File: src/hw/irq_latches.sv
`timescale 1ns/1ps

module irq_latches (
	input  logic clk,
	input  logic RSTn,
	input  logic vblk,
	input  logic ims,
	input  logic nmi_clr,
	input  logic firq_clr,
	input  logic irq_clr,
	input  logic main_irq_set,
	input  logic sub_irq_set,
	input  logic sub_irq_clr,
	output logic main_nmi_n,
	output logic main_firq_n,
	output logic main_irq_n,
	output logic sub_irq_n
);

	// bit 0 vblk, bit 1 ims
	logic [1:0] ext_sync;
	logic [1:0] ext_prev;
	logic [1:0] ext_rise;

	// bit order: nmi, firq, main irq, sub irq
	logic [3:0] set_ev;
	logic [3:0] clr_ev;
	logic [3:0] pend;

	// rising edge of the synced levels
	assign ext_rise = ext_sync & ~ext_prev;

	assign set_ev = {sub_irq_set, main_irq_set, ext_rise[1], ext_rise[0]};
	assign clr_ev = {sub_irq_clr, irq_clr, firq_clr, nmi_clr};

	always_ff @(posedge clk) begin
		if (!RSTn) begin
			ext_sync <= 2'b00;
			ext_prev <= 2'b00;
			pend     <= 4'b0000;
		end else begin
			ext_sync <= {ims, vblk};
			ext_prev <= ext_sync;
			// clear wins over a set in the same cycle
			pend <= (pend | set_ev) & ~clr_ev;
		end
	end

	// active low to the cpus
	assign main_nmi_n  = !pend[0];
	assign main_firq_n = !pend[1];
	assign main_irq_n  = !pend[2];
	assign sub_irq_n   = !pend[3];

endmodule

File: config.mk
export PLATFORM = sky130hd
export DESIGN_NAME = irq_latches
export DESIGN_NICKNAME = d
export VERILOG_FILES = /design/src/hw/irq_latches.sv
export SDC_FILE = /design/constraint.sdc
export NUM_CORES = 1
export LEC_CHECK = 0
export ABC_AREA = 1
export BUFFER_PORTS_ARGS = -buffer_cell sky130_fd_sc_hd__clkbuf_2
export CAP_MARGIN = 15
export CORE_AREA = 10 10 47 49
export CTS_BUF_LIST = sky130_fd_sc_hd__clkbuf_4 sky130_fd_sc_hd__clkbuf_8
export DETAILED_ROUTE_END_ITERATION = 7
export DIE_AREA = 0 0 57 59
export SLEW_MARGIN = 20
export SYNTH_ARGS = -nofsm -noshare
export SYNTH_HDL_FRONTEND = slang
export SYNTH_SLANG_ARGS = --single-unit
File: constraint.sdc
create_clock -name clk -period 0.8 [get_ports clk]
set_input_delay 0.08 -clock clk [delete_from_list [all_inputs] [get_ports clk]]
set_output_delay 0.08 -clock clk [all_outputs]
set_load 0.005 [all_outputs]
==> out/results.txt <==
CP endpoint kind -> primary output
Pwr per Cell Area -> 1836 nW/um^2
Via-to-Cell Ratio -> 3.375
Drt wl/cell -> 8.292 um
Total power -> 0.8176 mW
Initial DRC count -> 0
Worst Skew -> 0.002118 ns
CP Launch Type -> flip-flop
Crit path DAT -> 0.71 ns
Vias in the first global route -> 247
Largest net degree at the start of global routing -> 8
Unrepaired setup endpoints after global routing -> true
Via count -> 243
DRC Markers -> 0
Total track usage -> 3.899%
Chip Width -> 57 um
Final setup viols -> 0
Tmin final -> 0.7884 ns
Fillers -> 159
Final Hold Vio Count -> 0
Maximum vdd drop -> 1019 uV
Global-route congestion overflow total -> 0
First-pass GRT wire length -> 993 um
Pin slew with the least headroom to its limit -> 0.1510 ns
CTS Buffer Depth -> 2
CP Class -> flip-flop to primary output
RR Startpoint -> pend[1]$_SDFF_PN0_
Util after Layout -> 31.79%
Nets -> 68
Fin area -> 445.4 um^2
Hold_ws -> 0.01102 ns
Fin crit share -> 98.55%
Outcome -> completed
CTS sink cnt -> 8
Fmax -> 1.268 GHz
Min-delay src -> ims
Worst-path clk slew -> 0.06 ns
# IOs -> 14
CORE AREA -> 1401 um^2
Worst Hold Class -> input port to flip-flop
Die area -> 3363 um^2
Sequential cell area -> 163.9 um^2
Placed Area -> 361.6 um^2
Htree depth -> 1
CTS buffer count -> 3
Row Count -> 14
Yosys Warn Count -> 0
Area grow syn2layout -> 61.09%
Cell variety after synth -> 7
Worst-path fanout max -> 2
Slew margin rel. -> 89.93%
Post-synthesis sequential area ratio -> 57.92%
Number of synthesized register bits -> 8
Port bufs -> 13
Ant. Diodes -> 0
Drt pass-1 iters -> 1
CTS tree -> yes
Syn Nets -> 45
CP Data Required Time -> 0.72 ns
Post-Syn Area -> 276.5 um^2
Final WL -> 597 um
Area of the multi-input gates -> 67.56 um^2
Max-slew violations -> 0
Clock root cell -> clkbuf_4
Synth Instances -> 35
Syn Area/Cell -> 7.900 um^2
Leak pwr -> 0.2396 nW
Initial antenna violation count -> 0
Final Wtd Congestion -> 0.5573
Fraction of layout cells with a size suffix above 1 -> 46.43%
Worst skew pair latency -> 0.25 ns
Initial Utilization -> 19.73%
Setup TNS -> 0 ns
MaxCap Viol Count -> 0
Hpwl dp -> 456.2 um
Antenna viol nets, final -> 0
Critical path origin -> pend[0]$_SDFF_PN0_
Chip height -> 59 um
-- worst max-delay path, stage by stage (launching register included) --
cell and delay [ns]:
dfxtp_1 0.30, inv_1 0.04, buf_2 0.12
-- kinds of logic after synthesis --
group / Yosys count / synth area share, %
AOI/OAI and AO/OA: 2 / 3.620
buffers and inverters: 13 / 17.64
and+or+nand+nor: 12 / 20.82
DFF: 8 / 57.92
-- path summary, 6_finish.rpt --
kind / slack (ns) / depth (start not counted) / end
worst max-delay path: 0.01 / 2 / main_nmi_n
worst min register to register: 0.42 / 2 / ext_prev[1]$_SDFF_PN0_
worst min-delay path: 0.01 / 3 / ext_sync[1]$_SDFF_PN0_
worst max register to register: 0.15 / 3 / pend[1]$_SDFF_PN0_
-- stage by stage --
stage	worst slack [ns]	cells
floorplan	0.2475	35
global placement	0.2380	64
detailed placement	0.2175	64
CTS	-0.002570	72
global route	-0.03154	72
finish	0.01160	72
-- flip-flops by register name (all words and copies together), names as in the netlist --
name,count
ext_prev,2
pend,4
ext_sync,2
-- where the power goes --
part           internal [mW]  leakage [nW]  switching (mW)
logic                 0.0519         0.159          0.0355
registers              0.418        0.0671         0.00714
clock network          0.171        0.0138           0.134
total                  0.641         0.240           0.176
-- area by class of cell --
type	instances	share of cell area, %
flip-flops and latches	8	36.80
repair buffers	18	27.53
clock buffers	3	5.056
well taps	16	4.494
multi-input cells	14	15.17
inverters	13	10.96
-- synth_stat cells, drive strengths merged --
cell / number / area (um^2)
inv: 13 / 48.79
dfxtp: 8 / 160.2
nand2: 8 / 30.03
a21oi: 2 / 10.01
nor2: 2 / 7.510
nor3: 2 / 20.02
-- routing by layer --
layer  vias to the layer above  GRT usage (%)  routed length (um)  share of wire (%)
met5                         -              0                   0                  0
met4                         0              0                   0                  0
met2                        10          5.891                 274                 46
li1                        140              -                   -                  -
met1                        93          3.708                 261                 44
met3                         0          4.506                  61                 10
-- timing repair --
item                                   4_1_cts  5_1_grt
setup endpoints to repair                    4        4
resized for setup                            2        8
endpoints found under the hold margin        3        0
setup buffers                                2        0
hold buffers                                 3        0
-- cells in the final DEF (no fill, tap or decap) --
cell type | Yosys | routed
dfxtp_1 | 8 | 5
inv_2 | 1 | 3
clkbuf_4 | 0 | 3
nor3_2 | 2 | 2
dlygate4sd3_1 | 0 | 3
a21oi_1 | 2 | 2
buf_6 | 0 | 2
buf_4 | 0 | 2
nor2_1 | 2 | 2
clkbuf_2 | 0 | 10
buf_2 | 0 | 1
inv_1 | 12 | 10
dfxtp_2 | 0 | 3
nand2_1 | 8 | 8
Power figures use the tool's default switching activity.
