$ cat src/hw/cpu_bus_pkg.sv
package cpu_bus_pkg;

	// ******************************************************************
	// bus types
	// ******************************************************************

	// 6809 address and data
	typedef logic [15:0] cpu_addr_t;
	typedef logic [7:0]  cpu_data_t;

	// shared work ram is 8K
	localparam int SHARED_ADDR_W = 13;
	// one rom half is 32K
	localparam int ROM_ADDR_W = 15;

	// value read where the board bus would float
	localparam cpu_data_t BUS_IDLE = 8'hFF;

	// ******************************************************************
	// memory map, both processors
	// ******************************************************************

	// last byte of the shared ram window
	localparam cpu_addr_t SHARED_TOP = 16'h1FFF;
	// banked rom window 0x4000-0x7fff
	localparam cpu_addr_t BANK_BASE = 16'h4000;
	// fixed rom 0x8000-0xffff
	localparam cpu_addr_t FIXED_BASE = 16'h8000;

	// main io writes
	localparam cpu_addr_t IO_NMI_CLR     = 16'h3A09;
	localparam cpu_addr_t IO_FIRQ_CLR    = 16'h3A0A;
	localparam cpu_addr_t IO_IRQ_CLR     = 16'h3A0B;
	localparam cpu_addr_t IO_SUB_IRQ_SET = 16'h3A0C;

	// sub writes, each one decodes a 2K block
	localparam cpu_addr_t SUB_MAIN_IRQ = 16'h2000;
	localparam cpu_addr_t SUB_IRQ_CLR  = 16'h2800;
	localparam cpu_addr_t SUB_BANK_REG = 16'h3000;

	// rom load port target
	localparam logic ROM_MAIN = 1'b0;
	localparam logic ROM_SUB  = 1'b1;

endpackage
$ cat src/hw/sub_decoder.sv
`timescale 1ns/1ps

module sub_decoder import cpu_bus_pkg::*; (
	input  logic      clk,
	input  logic      RSTn,
	input  cpu_addr_t sub_addr,
	input  logic      sub_rw,
	input  logic      sub_strobe,
	input  cpu_data_t sub_wdata,
	output logic      main_irq_set,
	output logic      sub_irq_clr,
	output logic      sub_bank
);

	logic sub_wr;
	logic hit_irq;
	logic hit_ack;
	logic hit_bank;

	// sub never waits outside shared ram, strobe alone is enough
	assign sub_wr = sub_strobe && !sub_rw;

	// 2K block compare, a15..a11
	assign hit_irq  = sub_addr[15:11] == SUB_MAIN_IRQ[15:11];
	assign hit_ack  = sub_addr[15:11] == SUB_IRQ_CLR[15:11];
	assign hit_bank = sub_addr[15:11] == SUB_BANK_REG[15:11];

	// ******************************************************************
	// interrupt handshake pulses
	// ******************************************************************

	always_ff @(posedge clk) begin
		if (!RSTn) begin
			main_irq_set <= 1'b0;
			sub_irq_clr  <= 1'b0;
		end else begin
			// request to main
			main_irq_set <= sub_wr && hit_irq;
			// acknowledge of the irq from main
			sub_irq_clr  <= sub_wr && hit_ack;
		end
	end

	// ******************************************************************
	// rom bank register
	// ******************************************************************

	always_ff @(posedge clk) begin
		if (!RSTn) begin
			sub_bank <= 1'b0;
		end else if (sub_wr && hit_bank) begin
			// only d0 is wired
			sub_bank <= sub_wdata[0];
		end
	end

endmodule

$ cat config.mk
export PLATFORM = sky130hd
export DESIGN_NAME = sub_decoder
export DESIGN_NICKNAME = d
export VERILOG_FILES = /design/src/hw/cpu_bus_pkg.sv /design/src/hw/sub_decoder.sv
export SDC_FILE = /design/constraint.sdc
export NUM_CORES = 1
export LEC_CHECK = 0
export BUFFER_PORTS_ARGS = -buffer_cell sky130_fd_sc_hd__buf_2
export CORE_AREA = 5 5 42 44
export CTS_BUF_LIST = sky130_fd_sc_hd__clkbuf_4 sky130_fd_sc_hd__clkbuf_8
export CTS_CLUSTER_SIZE = 16
export DETAILED_ROUTE_END_ITERATION = 10
export DIE_AREA = 0 0 47 49
export PLACE_DENSITY = 0.42
export SLEW_MARGIN = 15
export SYNTH_ARGS = -nofsm -noshare
export SYNTH_HDL_FRONTEND = slang
export SYNTH_SLANG_ARGS = --single-unit
$ cat constraint.sdc
create_clock -name clk -period 1.1 [get_ports clk]
set_input_delay 0.22 -clock clk [delete_from_list [all_inputs] [get_ports clk]]
set_output_delay 0.22 -clock clk [all_outputs]
set_load 0.05 [all_outputs]
==> impl_metrics.ini <==
[job]
max_cap_violations = 0

[timing]
grt_setup_unrepaired = false
fin_hold_ws_ps = 173
max_freq_mhz = 957
slew_viol_final = 0
setup-violations-final = 0
totalNegativeSetupSlack_ps = 0
timing.slew.headroom_pct = 83.3
worst_pin_slew_ps = 252
post-route-period-util_pct = 95.0
period_minus_slack_ps = 1050
hold_viol = 0
finalClockSkew_ps = 0

[place]
detailedPlacementHpwl_um = 389
dp_cells = 41
place_congestion = 0.660
port_buffers = 12

[clocking]
holdBufCountCts = 0
clk_latency_ps = 240
cts_max_level = 1
clockRootBuffer = clkbuf_4
clock_tree.buffer_depth = 2
tritoncts.num_buffers = 3
cts.sink_count = 3
cts_tree = built
clk_transition_reported_paths_ps = 40
ctsResizeCount = 0
postCtsSetupBuffers = 0

[floorplanning]
starting_density_of_the_core_pct = 9.38
std_cell_rows = 14
die_height_um = 49
io_pins = 31
die-area_um2 = 2300
core-area_um2 = 1400
fp.dieW_um = 47

[pwr]
power-per-cell-area_nw_per_um2 = 1500
power.static_leakage_uw = 0.000131
power.ir.vdd_worst_mv = 0.289

[setup_path]
critPathMaxFanout = 2
worstSetupPathType = register to output pin
master_of_the_slowest_instance_on_the_critical_path = dfxtp_1
cp-start-kind = register
timing.critical_path.cells = buf_2
number_of_buffers_and_inverters_on_the_critical_path = 1
timing.critical_path.slowest_cell_delay_ps = 320
worst_path_dominant_cell_family = flip-flops
endpoint_kind = output pin
worst-endpoint-arrival_ps = 830
critical_path_required_ps = 880

[final_layout]
total_area_of_multi_input_combinational_cells_um2 = 63.8
layout.cells.most_common = buf_2
postLayoutCoreUtil_pct = 17.2
design.final.nets = 58
filler_cell_count = 175
fraction_of_layout_cells_with_a_size_suffix_above_1_pct = 58.6
antenna_cells = 0
layout.cells.most_common_list = buf_2 (12), clkbuf_4 (4), dfxtp_1 (3), inv_1 (2), nor4_1 (2)
synthToLayoutAreaGrowth_pct = 83.8
instances_no_fill = 45
sequential_cell_area_um2 = 60.1

[synth]
syn_area_per_cell_um2 = 10.1
area_of_the_mapped_netlist_um2 = 131
mappedNetlistNets = 41
synth_sequential_area_ratio_pct = 45.7
ys_warn_count = 0
netlist_instances = 13
synth.ff_latch_count = 3
yosysUniqueCellTypes = 9

[grt]
gr-usage-all-layers_pct = 5.14
first_pass_grt_wire_length_um = 731
first_global_vias = 158
overflow = 0
antenna_found_initial = 0
largest_net_degree_at_the_start_of_global_routing = 4

[drt]
first_iter_violations = 4
vias_per_cell = 3.47
antenna_violating_nets_left = 0
routed_wire_length_per_instance_um = 10.3
detail_route.first_pass.iterations = 2
num_vias = 156
routed_wl_um = 465
number_of_remaining_drc_errors = 0

[run_status]
status = finished, final reports clean

[min_path]
min_path_type = input port to register
[report_power, final]
group | internal [µW] | total, µW | switching [µW]
logic | 16.2 | 30.0 | 13.8
registers | 110 | 110 | 0.111
clock network | 161 | 223 | 62.3
[state kept, by name (all words and copies together) (netlist names)]
name / count
sub_irq_clr: 1
main_irq_set: 1
sub_bank: 1
[layout make-up]
class / count / area share, %
Clock buffer: 4 / 12.4
Tap cell: 16 / 8.29
Inverter: 2 / 3.11
Sequential cell: 3 / 24.9
Multi-Input combinational cell: 8 / 26.4
Timing Repair Buffer: 12 / 24.9
[routing by layer]
metal | track usage (%) | vias up | share of wire (%)
li1 | - | 80 | -
met1 | 7.02 | 61 | 49
met2 | 3.62 | 15 | 24
met3 | 5.90 | 0 | 26
met4 | 4.15 | 0 | 0
met5 | 0 | - | 0
[Yosys cell counts (all sizes together)]
library cell | n | area (µm²)
nor3b | 1 | 12.5
inv | 2 | 7.51
nand2 | 1 | 3.75
a21oi | 1 | 5.00
dfxtp | 3 | 60.1
nor4 | 2 | 12.5
and4bb | 1 | 12.5
nand3b | 1 | 7.51
a41o | 1 | 10.0
[cell families (layout without fill, tap and decap cells)]
logic type	count (synthesis)	count (layout)	share of synthesized area (%)
simple gates	6	6	37.1
compound gates	2	2	11.4
buf+inv	2	18	5.72
flops	3	3	45.7
[final timing paths]
path | depth (start not counted) | to | startpoint | slack, ps
max reg2reg | 3 | sub_bank$_SDFFE_PN0P_ | sub_bank$_SDFFE_PN0P_ | 390
max | 1 | sub_bank | sub_bank$_SDFFE_PN0P_ | 50
min reg2reg | 3 | sub_bank$_SDFFE_PN0P_ | sub_bank$_SDFFE_PN0P_ | 610
min | 2 | main_irq_set$_SDFF_PN0_ | sub_addr[12] | 170
[through the flow]
step	setup WS [ps]	area (µm²)	power (µW)
global placement	91.4	211	142
CTS	29.0	241	376
detailed placement	83.3	211	141
finish	54.9	241	363
floorplan	136	131	120
global route	8.20	241	385
Note: power is estimated with default switching activity, not from simulation.
