**config.mk**
```make
export PLATFORM = sky130hd
export DESIGN_NAME = main_decoder
export DESIGN_NICKNAME = d
export VERILOG_FILES = /design/src/hw/cpu_bus_pkg.sv /design/src/hw/main_decoder.sv
export SDC_FILE = /design/constraint.sdc
export NUM_CORES = 1
export LEC_CHECK = 0
export BUFFER_PORTS_ARGS = -buffer_cell sky130_fd_sc_hd__buf_2
export CAP_MARGIN = 20
export CORE_AREA = 2 2 39 41
export CTS_CLUSTER_DIAMETER = 50
export CTS_CLUSTER_SIZE = 16
export DETAILED_ROUTE_END_ITERATION = 7
export DIE_AREA = 0 0 41 43
export PLACE_DENSITY = 0.77
export SKIP_CTS_REPAIR_TIMING = 1
export SLEW_MARGIN = 0
export SYNTH_ARGS = -nofsm -noshare
export SYNTH_HDL_FRONTEND = slang
export SYNTH_SLANG_ARGS = --single-unit
```
**constraint.sdc**
```tcl
create_clock -name clk -period 1.9 [get_ports clk]
set_clock_uncertainty 0.05 [all_clocks]
set_input_delay 0.57 -clock clk [delete_from_list [all_inputs] [get_ports clk]]
set_output_delay 0.57 -clock clk [all_outputs]
set_load 0.02 [all_outputs]
```
**src/hw/cpu_bus_pkg.sv**
```systemverilog
package cpu_bus_pkg;

	// ******************************************************************
	// bus types
	// ******************************************************************

	// 6809 address and data
	typedef logic [15:0] cpu_addr_t;
	typedef logic [7:0]  cpu_data_t;

	// shared work ram is 8K
	localparam int SHARED_ADDR_W = 13;
	// one rom half is 32K
	localparam int ROM_ADDR_W = 15;

	// value read where the board bus would float
	localparam cpu_data_t BUS_IDLE = 8'hFF;

	// ******************************************************************
	// memory map, both processors
	// ******************************************************************

	// last byte of the shared ram window
	localparam cpu_addr_t SHARED_TOP = 16'h1FFF;
	// banked rom window 0x4000-0x7fff
	localparam cpu_addr_t BANK_BASE = 16'h4000;
	// fixed rom 0x8000-0xffff
	localparam cpu_addr_t FIXED_BASE = 16'h8000;

	// main io writes
	localparam cpu_addr_t IO_NMI_CLR     = 16'h3A09;
	localparam cpu_addr_t IO_FIRQ_CLR    = 16'h3A0A;
	localparam cpu_addr_t IO_IRQ_CLR     = 16'h3A0B;
	localparam cpu_addr_t IO_SUB_IRQ_SET = 16'h3A0C;

	// sub writes, each one decodes a 2K block
	localparam cpu_addr_t SUB_MAIN_IRQ = 16'h2000;
	localparam cpu_addr_t SUB_IRQ_CLR  = 16'h2800;
	localparam cpu_addr_t SUB_BANK_REG = 16'h3000;

	// rom load port target
	localparam logic ROM_MAIN = 1'b0;
	localparam logic ROM_SUB  = 1'b1;

endpackage
```
**src/hw/main_decoder.sv**
```systemverilog
`timescale 1ns/1ps

module main_decoder import cpu_bus_pkg::*; (
	input  logic      clk,
	input  logic      RSTn,
	input  cpu_addr_t main_addr,
	input  logic      main_rw,
	input  logic      main_strobe,
	input  logic      main_wait,
	output logic      map_sel_n,
	output logic      back1_sel_n,
	output logic      back2_sel_n,
	output logic      obj_sel_n,
	output logic      io_n,
	output logic      pl_sel_n,
	output logic      nmi_clr,
	output logic      firq_clr,
	output logic      irq_clr,
	output logic      sub_irq_set,
	output logic      ext_rd,
	output logic      ext_wr
);

	logic acc;
	logic io_space;
	logic io_wr;

	// access taken this cycle
	assign acc = main_strobe && !main_wait;

	// video/io block 0x2000-0x3fff, goes out on the external bus
	assign io_space = acc && (main_addr[15:13] == 3'b001);
	assign io_wr    = io_space && !main_rw;

	always_ff @(posedge clk) begin
		if (!RSTn) begin
			map_sel_n   <= 1'b1;
			back1_sel_n <= 1'b1;
			back2_sel_n <= 1'b1;
			obj_sel_n   <= 1'b1;
			io_n        <= 1'b1;
			pl_sel_n    <= 1'b1;
			nmi_clr     <= 1'b0;
			firq_clr    <= 1'b0;
			irq_clr     <= 1'b0;
			sub_irq_set <= 1'b0;
			ext_rd      <= 1'b0;
			ext_wr      <= 1'b0;
		end else begin
			// lower three 2K blocks, like the 74138 outputs
			map_sel_n   <= !(io_space && (main_addr[12:11] == 2'b00));
			back1_sel_n <= !(io_space && (main_addr[12:11] == 2'b01));
			back2_sel_n <= !(io_space && (main_addr[12:11] == 2'b10));
			// last 2K split again on a10..a9
			obj_sel_n <= !(io_space && (main_addr[12:9] == 4'b1100));
			io_n      <= !(io_space && (main_addr[12:9] == 4'b1101));
			// palette takes both upper 512 byte pieces
			pl_sel_n  <= !(io_space && (main_addr[12:10] == 3'b111));
			// one cycle command pulses for the latches
			nmi_clr     <= io_wr && (main_addr == IO_NMI_CLR);
			firq_clr    <= io_wr && (main_addr == IO_FIRQ_CLR);
			irq_clr     <= io_wr && (main_addr == IO_IRQ_CLR);
			sub_irq_set <= io_wr && (main_addr == IO_SUB_IRQ_SET);
			// direction of the external access for the top bus regs
			ext_rd <= io_space && main_rw;
			ext_wr <= io_wr;
		end
	end

endmodule

```
==> results.yml <==
outcome:
  status: "finished, final reports clean"
timing:
  hold_viol: 0
  finalSetupViolCount: 0
  slew_viol_final: 0
  worst_pin_slew_ns: 0.262
  fin_crit_sh_pct: 73.7
  grt_setup_unrepaired: "no"
  fin_tns_setup_ns: 0
  fin_ws_ns: 0.500
  fmax_ghz: 0.714
  period_minus_slack_ns: 1.40
  maxSlewHeadroom_pct: 82.3
critical_path:
  worstSetupStartpointType: "input pin"
  worstPathMaxFanout: 4
  cp.required_ns: 2.02
  cp.arrival_ns: 1.52
  setup.worst_path.class: "input pin to flop"
  endpoint_kind: "flop"
grt:
  grt.overflow.total: 0
  grt_max_degree: 10
  grt-busiest-layer: "met2"
  grt_pass1_vias: 357
  grtUsageMet3_pct: 1.57
  use_met1_pct: 11.6
  use_met2_pct: 15.6
  antenna_found_initial: 0
  grt_pass1_wl_um: 1270
  grt_util_all_layers_pct: 11.1
finish:
  area_delta_synth_final_pct: 48.8
  antennaDiodeCount: 0
  drive_gt1_share_pct: 54.2
  nets: 94
  fillCellCount: 138
placement:
  place_ws_ns: 0.252
  gp_congestion: 0.681
  post-dp-hpwl_um: 781
  portBuffers: 32
logic_synthesis:
  seq_area_frac_synth_pct: 56.1
  ys.warnings.count: 0
  synth_area_leaders: "dfxtp_1, nor4b_2, nand4_1, nand3b_1, and4bb_1"
  syn-cell-area_um2: 428
  ys.flop_type: "dfxtp_1"
  syn_inst: 37
  postSynth.asyncResetShare_pct: 0
  synth_cell_types: 18
  synth_commonest_cells: "dfxtp_1, nand4_1"
  synth-edff-count: 0
  ys_ff_latch: 12
  synthesis.nets: 58
  yosysMostFrequentCell: "dfxtp_1"
  syn_area_per_cell_um2: 11.6
  synth.top_cell.area_share_pct: 56.1
  yosys.area.top_type: "dfxtp_1"
drt:
  vias_per_cell: 4.53
  drt-initial-drc-count: 6
  drtAntennaViolNets: 0
  routedWlPerCell_um: 10.2
  drc: 0
  wl_um: 898
  vias: 399
  firstDrtPassIters: 2
pwr:
  vdd_drop_max_v: 0.000192
  pwr_density_cell_nw_per_um2: 756
  p_leak_nw: 0.290
  p_clk_share_pct: 39.6
  p_int_mw: 0.390
  power.switching_mw: 0.0916
  p_seq_share_pct: 52.3
  switching_share_pct: 19.0
  p_comb_share_pct: 8.1
flow_run:
  drv_cap: 0
clock_tree:
  cts_htree_levels: 1
  cts.sinks: 12
  cts.path.max_buffers: 2
  cts_tree: "done"
  cts_root_buffer: "clkbuf_4"
  cts_buffers: 3
  clk_pin_slew_worst_paths_ns: 0.07
die:
  die-area_um2: 1760
  die_height_um: 43
  initial_utilization_pct: 30.9
  coreArea_um2: 1380
  rows: 14
  ioPinCount: 33
  die_width_um: 41
worst_hold_path:
  holdCritPathClass: "input pin to flop"
==> metrics by stage <==
stage               instances  cell area, um2  hold WS, ns  util [%]  power, mW
floorplan                  37             428        0.591         -      0.271
global placement           84             601        0.703      43.4      0.296
detailed placement         84             601        0.718      43.4      0.297
CTS                        88             637        0.432      46.0      0.489
global route               88             637        0.430      46.0      0.507
finish                     88             637        0.440      46.0      0.481
==> worst max-delay path, stage by stage <==
cell     delay (ns)
buf_2          0.11
nor4b_1        0.30
nand4_1        0.24
nor4b_2        0.30
==> cells in the final DEF (no fill, tap or decap), drive strengths merged, types with 2 or more instances in the layout <==
| cell type | Yosys | final |
|---|---|---|
| buf | 2 | 33 |
| clkbuf | 0 | 4 |
| dfxtp | 12 | 12 |
| nor2b | 2 | 2 |
| nand4 | 4 | 4 |
| nor4b | 3 | 3 |
| nand3b | 2 | 2 |
| nand2 | 2 | 2 |
| nor4 | 2 | 2 |
==> final cells by class <==
class | instances | area, um2 | share of cell area (%)
tap | 16 | 20.0 | 3.14
clock buffer | 4 | 36.3 | 5.70
timing repair buffer | 33 | 168 | 26.3
sequential | 12 | 240 | 37.7
multi-input combinational | 23 | 173 | 27.1
==> routing by layer <==
| metal | share of wire (%) | wire length (um) |
|---|---|---|
| met1 | 39 | 353 |
| met4 | 4.3 | 39 |
| met2 | 47 | 426 |
| met5 | 0 | 0 |
| met3 | 8.7 | 78 |
==> worst paths after layout <==
| check | depth (start not counted) | endpoint | slack [ns] | from |
|---|---|---|---|---|
| setup / recovery | 4 | nmi_clr | 0.50 | main_rw |
| hold / removal | 2 | ext_wr | 0.44 | main_rw |
==> kinds of logic after synthesis <==
| kind of cell | Yosys count | synth area share (%) |
|---|---|---|
| simple gates | 23 | 40.3 |
| flops | 12 | 56.1 |
| buf+inv | 2 | 3.51 |
==> power by group through the flow <==
stage / clock network [mW] / registers, mW / logic [mW]
after CTS: 0.198 / 0.252 / 0.0394
after detailed placement: 0 / 0.258 / 0.0394
after global routing: 0.212 / 0.252 / 0.0431
after floorplan: 0 / 0.259 / 0.0120
after global placement: 0 / 0.258 / 0.0378
final: 0.190 / 0.252 / 0.0391
Power figures use the tool's default switching activity.
