## config.mk

```make
export PLATFORM = sky130hd
export DESIGN_NAME = shared_ram_arbiter
export DESIGN_NICKNAME = d
export VERILOG_FILES = /design/src/hw/cpu_bus_pkg.sv /design/src/hw/shared_ram_arbiter.sv
export SDC_FILE = /design/constraint.sdc
export NUM_CORES = 1
export LEC_CHECK = 0
export BUFFER_PORTS_ARGS = -buffer_cell sky130_fd_sc_hd__buf_2
export CAP_MARGIN = 10
export CELL_PAD_IN_SITES_DETAIL_PLACEMENT = 0
export CELL_PAD_IN_SITES_GLOBAL_PLACEMENT = 1
export CORE_UTILIZATION = 17
export DETAILED_ROUTE_END_ITERATION = 8
export HOLD_SLACK_MARGIN = 0.15
export PLACE_DENSITY = 0.9
export SLEW_MARGIN = 20
export SYNTH_ARGS = -nofsm -noshare
export SYNTH_HDL_FRONTEND = slang
export SYNTH_SLANG_ARGS = --single-unit
```

## constraint.sdc

```tcl
create_clock -name clk -period 2.55 [get_ports clk]
set_input_delay 0.1275 -clock clk [delete_from_list [all_inputs] [get_ports clk]]
set_output_delay 0.1275 -clock clk [all_outputs]
set_load 0.03 [all_outputs]
```

## src/hw/cpu_bus_pkg.sv

```systemverilog
package cpu_bus_pkg;

	// ******************************************************************
	// bus types
	// ******************************************************************

	// 6809 address and data
	typedef logic [15:0] cpu_addr_t;
	typedef logic [7:0]  cpu_data_t;

	// shared work ram is 8K
	localparam int SHARED_ADDR_W = 13;
	// one rom half is 32K
	localparam int ROM_ADDR_W = 15;

	// value read where the board bus would float
	localparam cpu_data_t BUS_IDLE = 8'hFF;

	// ******************************************************************
	// memory map, both processors
	// ******************************************************************

	// last byte of the shared ram window
	localparam cpu_addr_t SHARED_TOP = 16'h1FFF;
	// banked rom window 0x4000-0x7fff
	localparam cpu_addr_t BANK_BASE = 16'h4000;
	// fixed rom 0x8000-0xffff
	localparam cpu_addr_t FIXED_BASE = 16'h8000;

	// main io writes
	localparam cpu_addr_t IO_NMI_CLR     = 16'h3A09;
	localparam cpu_addr_t IO_FIRQ_CLR    = 16'h3A0A;
	localparam cpu_addr_t IO_IRQ_CLR     = 16'h3A0B;
	localparam cpu_addr_t IO_SUB_IRQ_SET = 16'h3A0C;

	// sub writes, each one decodes a 2K block
	localparam cpu_addr_t SUB_MAIN_IRQ = 16'h2000;
	localparam cpu_addr_t SUB_IRQ_CLR  = 16'h2800;
	localparam cpu_addr_t SUB_BANK_REG = 16'h3000;

	// rom load port target
	localparam logic ROM_MAIN = 1'b0;
	localparam logic ROM_SUB  = 1'b1;

endpackage
```

## src/hw/shared_ram_arbiter.sv

```systemverilog
`timescale 1ns/1ps

module shared_ram_arbiter import cpu_bus_pkg::*; (
	input  logic                     clk,
	input  logic                     RSTn,
	input  logic                     main_strobe,
	input  logic                     sub_strobe,
	input  cpu_addr_t                main_addr,
	input  cpu_addr_t                sub_addr,
	input  logic                     main_rw,
	input  logic                     sub_rw,
	input  cpu_data_t                main_wdata,
	input  cpu_data_t                sub_wdata,
	output logic                     grant_main,
	output logic                     grant_sub,
	output logic                     main_wait,
	output logic                     sub_wait,
	output logic [SHARED_ADDR_W-1:0] ram_addr,
	output logic                     ram_we,
	output cpu_data_t                ram_wdata
);

	logic main_req;
	logic sub_req;
	logic conflict;
	// main wins the next conflict
	logic main_first;

	// only the shared window competes
	assign main_req = main_strobe && (main_addr <= SHARED_TOP);
	assign sub_req  = sub_strobe && (sub_addr <= SHARED_TOP);
	assign conflict = main_req && sub_req;

	// ******************************************************************
	// round robin grant
	// ******************************************************************

	assign grant_main = main_req && (!sub_req || main_first);
	assign grant_sub  = sub_req && (!main_req || !main_first);

	// refused port retries with the same levels
	assign main_wait = main_req && !grant_main;
	assign sub_wait  = sub_req && !grant_sub;

	// loser of this conflict goes first next time
	always_ff @(posedge clk) begin
		if (!RSTn) begin
			main_first <= 1'b0;
		end else if (conflict) begin
			main_first <= !main_first;
		end
	end

	// ******************************************************************
	// ram port steering, the old 74157 muxes
	// ******************************************************************

	assign ram_addr = grant_sub ? sub_addr[SHARED_ADDR_W-1:0] :
		main_addr[SHARED_ADDR_W-1:0];

	assign ram_we = (grant_main && !main_rw) || (grant_sub && !sub_rw);

	// data from whoever holds the grant
	assign ram_wdata = grant_sub ? sub_wdata : main_wdata;

endmodule

```

==> results_tabular.tex <==
\begin{tabular}{lr}
\hline
Metric & Value \\
\hline
\multicolumn{2}{l}{\textbf{Floorplanning}} \\
Die outline width & 54.54 um \\
Boundary Pins & 80 \\
Number of cell rows & 18 \\
Vert. Die Dim & 54.54 um \\
Area of the core & 2545 um2 \\
Initial standard-cell utilization of the core & 0.1844 \\
DIE AREA & 2974 um2 \\
\multicolumn{2}{l}{\textbf{Timing}} \\
Number of max-slew violations in the final report & 0 \\
Fin worst setup slack & 0.6156 ns \\
Largest clock skew in the final design & 0 ns \\
Worst slew slack as a fraction of its limit & 0.7180 \\
Portion of the clock cycle consumed by the worst path in the final layout & 0.7586 \\
Tightest Pin Transition & 0.4218 ns \\
Setup\_tns & 0 ns \\
Post-route minimum period & 1.934 ns \\
Count of final hold-check violations & 0 \\
Maximum frequency from static timing analysis & 517.0 MHz \\
Number of endpoints failing setup at the final stage & 0 \\
RSZ-0062 raised after global routing & false \\
\multicolumn{2}{l}{\textbf{Yosys}} \\
Post-synthesis average cell area & 12.35 um2 \\
Synth async-reset ratio & 0 \\
Gate Count Post-Synth & 38 \\
Number of storage elements in the synthesis netlist & 1 \\
Yosys warnings & 0 \\
Largest cells by area after synthesis & sky130\_fd\_sc\_hd\_\_mux2\_4 (61\%), sky130\_fd\_sc\_hd\_\_buf\_6 (7.2\%), sky130\_fd\_sc\_hd\_\_mux2\_1 (4.8\%) \\
Number of enable flip-flop cells after synthesis & 0 \\
Sequential element share of the synthesized area & 0.04267 \\
Biggest area consumer among synthesized cells & sky130\_fd\_sc\_hd\_\_mux2\_4 \\
Most frequent cell after synthesis & sky130\_fd\_sc\_hd\_\_mux2\_4 \\
Post-Syn Nets & 92 \\
Post-synthesis instance area & 469.2 um2 \\
Most used DFF post-synth & sky130\_fd\_sc\_hd\_\_dfxtp\_1 \\
Most common library cells after synthesis & sky130\_fd\_sc\_hd\_\_mux2\_4 (19), sky130\_fd\_sc\_hd\_\_buf\_6 (3) \\
Post-synth cell types & 14 \\
Fraction of synthesized cell area taken by the top area cell type & 0.6080 \\
\multicolumn{2}{l}{\textbf{Power and ir drop}} \\
Power density normalized to cell area & 195.6 nW/um2 \\
IR Drop Worst-Case VDD & 0.00009323 V \\
Leak pwr & 0.0004989 uW \\
Total Power Consumption & 171.3 uW \\
\multicolumn{2}{l}{\textbf{Finish}} \\
Post-Route Utilization & 0.3441 \\
Nets@finish & 171 \\
Final Non-Filler Cells & 145 \\
Count of filler cells inserted in the layout & 260 \\
Ratio of cells with drive above 1 in the final layout & 0.8870 \\
Register ranked first by flip-flop count & main\_first \\
Top flop regs & main\_first: 1 flops \\
Area growth, synth to finish & 86.67\% \\
Flip-flop count of the largest register, all copies and words added & 1 \\
Antenna diode instance count & 0 \\
\multicolumn{2}{l}{\textbf{Worst setup path}} \\
Category of the most critical setup path & input pin to output pin \\
Worst-path maximum fanout & 22 \\
R2R cell count & 2 \\
Required time at the worst-slack endpoint & 2.42 ns \\
Worst setup path endpoint & ram\_wdata[7] \\
Crit. Startpoint & sub\_addr[14] \\
Worst-case register-to-register setup slack & 1.71 ns \\
Kind of launch point of the worst setup path & input pin \\
Data arrival time of the critical path & 1.81 ns \\
Kind of end point of the critical path & output pin \\
Launch instance of the worst register-to-register path & main\_first \\
Reg2reg end & main\_first \\
\multicolumn{2}{l}{\textbf{GRT}} \\
Combined global-route utilization of all metal layers & 0.08281 \\
Maximum number of pins on one net before global-route repair & 23 \\
Via count of the first global-routing pass & 487 \\
Antenna violations before repair & 0 \\
Global-route wire length before repair & 1856 um \\
Residual overflow from global routing & 0 \\
\multicolumn{2}{l}{\textbf{Detailed routing}} \\
DRT Wirelength & 1546 um \\
Iteration-0 DRC count of the detailed router & 5 \\
Total iterations of the first detailed-routing run & 4 \\
Vias after detailed routing & 606 \\
Drc violations & 0 \\
Number of nets with antenna violations after routing & 0 \\
Average wire length per cell after detail routing & 10.66 um \\
Number of vias per cell & 4.179 \\
\multicolumn{2}{l}{\textbf{Place}} \\
Detailed Place HPWL & 1447 um \\
Number of input and output port buffers inserted & 79 \\
Last weighted congestion value of the routability-driven placer & 0.6848 \\
Number of cells after detailed placement & 145 \\
Placement-stage worst setup slack & 0.5929 ns \\
\multicolumn{2}{l}{\textbf{Clock tree}} \\
Clock latency at the later pin of the worst-skew pair & 0 ns \\
\# Post-CTS Setup Buffers & 0 \\
CTS clk-pin slew, worst paths & 0 ns \\
\# resized after CTS & 0 \\
Total of hold buffers inserted after clock tree synthesis & 0 \\
\multicolumn{2}{l}{\textbf{Run}} \\
Max-cap violation count & 0 \\
\multicolumn{2}{l}{\textbf{Run status}} \\
Outcome & finished clean \\
\multicolumn{2}{l}{\textbf{Hold path}} \\
Hold Path Class & input pin to flip-flop \\
\hline
\end{tabular}
## worst max-delay path: stages
cell and delay [ns]:
sky130_fd_sc_hd__buf_2 0.10, sky130_fd_sc_hd__or4b_4 0.58, sky130_fd_sc_hd__a21oi_4 0.12, sky130_fd_sc_hd__buf_4 0.35, sky130_fd_sc_hd__mux2_1 0.35, sky130_fd_sc_hd__buf_2 0.18
## placed cells by master (no fill, tap or decap)
master / instances
sky130_fd_sc_hd__buf_2: 79
sky130_fd_sc_hd__a21oi_4: 1
sky130_fd_sc_hd__inv_1: 1
sky130_fd_sc_hd__buf_4: 1
sky130_fd_sc_hd__o21a_1: 2
sky130_fd_sc_hd__o31ai_1: 1
sky130_fd_sc_hd__or4b_1: 1
sky130_fd_sc_hd__a211o_1: 1
sky130_fd_sc_hd__mux2_4: 19
sky130_fd_sc_hd__nor4b_2: 1
sky130_fd_sc_hd__or4b_4: 1
sky130_fd_sc_hd__nor2_1: 2
sky130_fd_sc_hd__dfxtp_1: 1
sky130_fd_sc_hd__mux2_1: 2
sky130_fd_sc_hd__nor3_1: 2
## worst min path at each step
stage / slack [ns] / cells past startpoint / end / from
after floorplan: 0.24 / 1 / main_first / RSTn
after global placement: 0.33 / 2 / main_first / RSTn
after detailed placement: 0.34 / 2 / main_first / RSTn
after CTS: 0.34 / 2 / main_first / RSTn
after global routing: 0.35 / 2 / main_first / RSTn
final: 0.34 / 2 / main_first / RSTn
## metrics by stage
step	cell area, um2	hold slack [ns]
after floorplan	469.2	0.2450
after global placement	875.8	0.3291
after detailed placement	875.8	0.3389
after CTS	875.8	0.3389
after global routing	875.8	0.3508
final	875.8	0.3352
## kinds of logic after synthesis
logic type | after synthesis | share of synthesized area
DFF | 1 | 0.04267
muxes | 21 | 0.6560
buffers and inverters | 4 | 0.07999
AOI/OAI and AO/OA | 5 | 0.1013
and+or+nand+nor | 7 | 0.1200
## power by group
part	leakage, uW	internal, uW	switching, uW
clock network	0	0	0
logic	0.000491	75.3	79.8
registers	0.00000805	16.0	0.121
## layer usage
layer | up-vias | track usage | part of all wire
li1 | 303 | - | -
met1 | 250 | 0.08104 | 0.34
met2 | 53 | 0.1931 | 0.54
met3 | 0 | 0 | 0.12
met4 | 0 | 0 | 0
met5 | - | 0 | 0
## final cells by class
class,instances,area [um2],share of cell area
repair buffers,80,402.9,0.4600
multi-input cells,33,411.6,0.4700
flip-flops and latches,1,20.02,0.02286
inverters,1,3.754,0.004286
well taps,30,37.54,0.04286
Note: power is estimated with default switching activity, not from simulation.
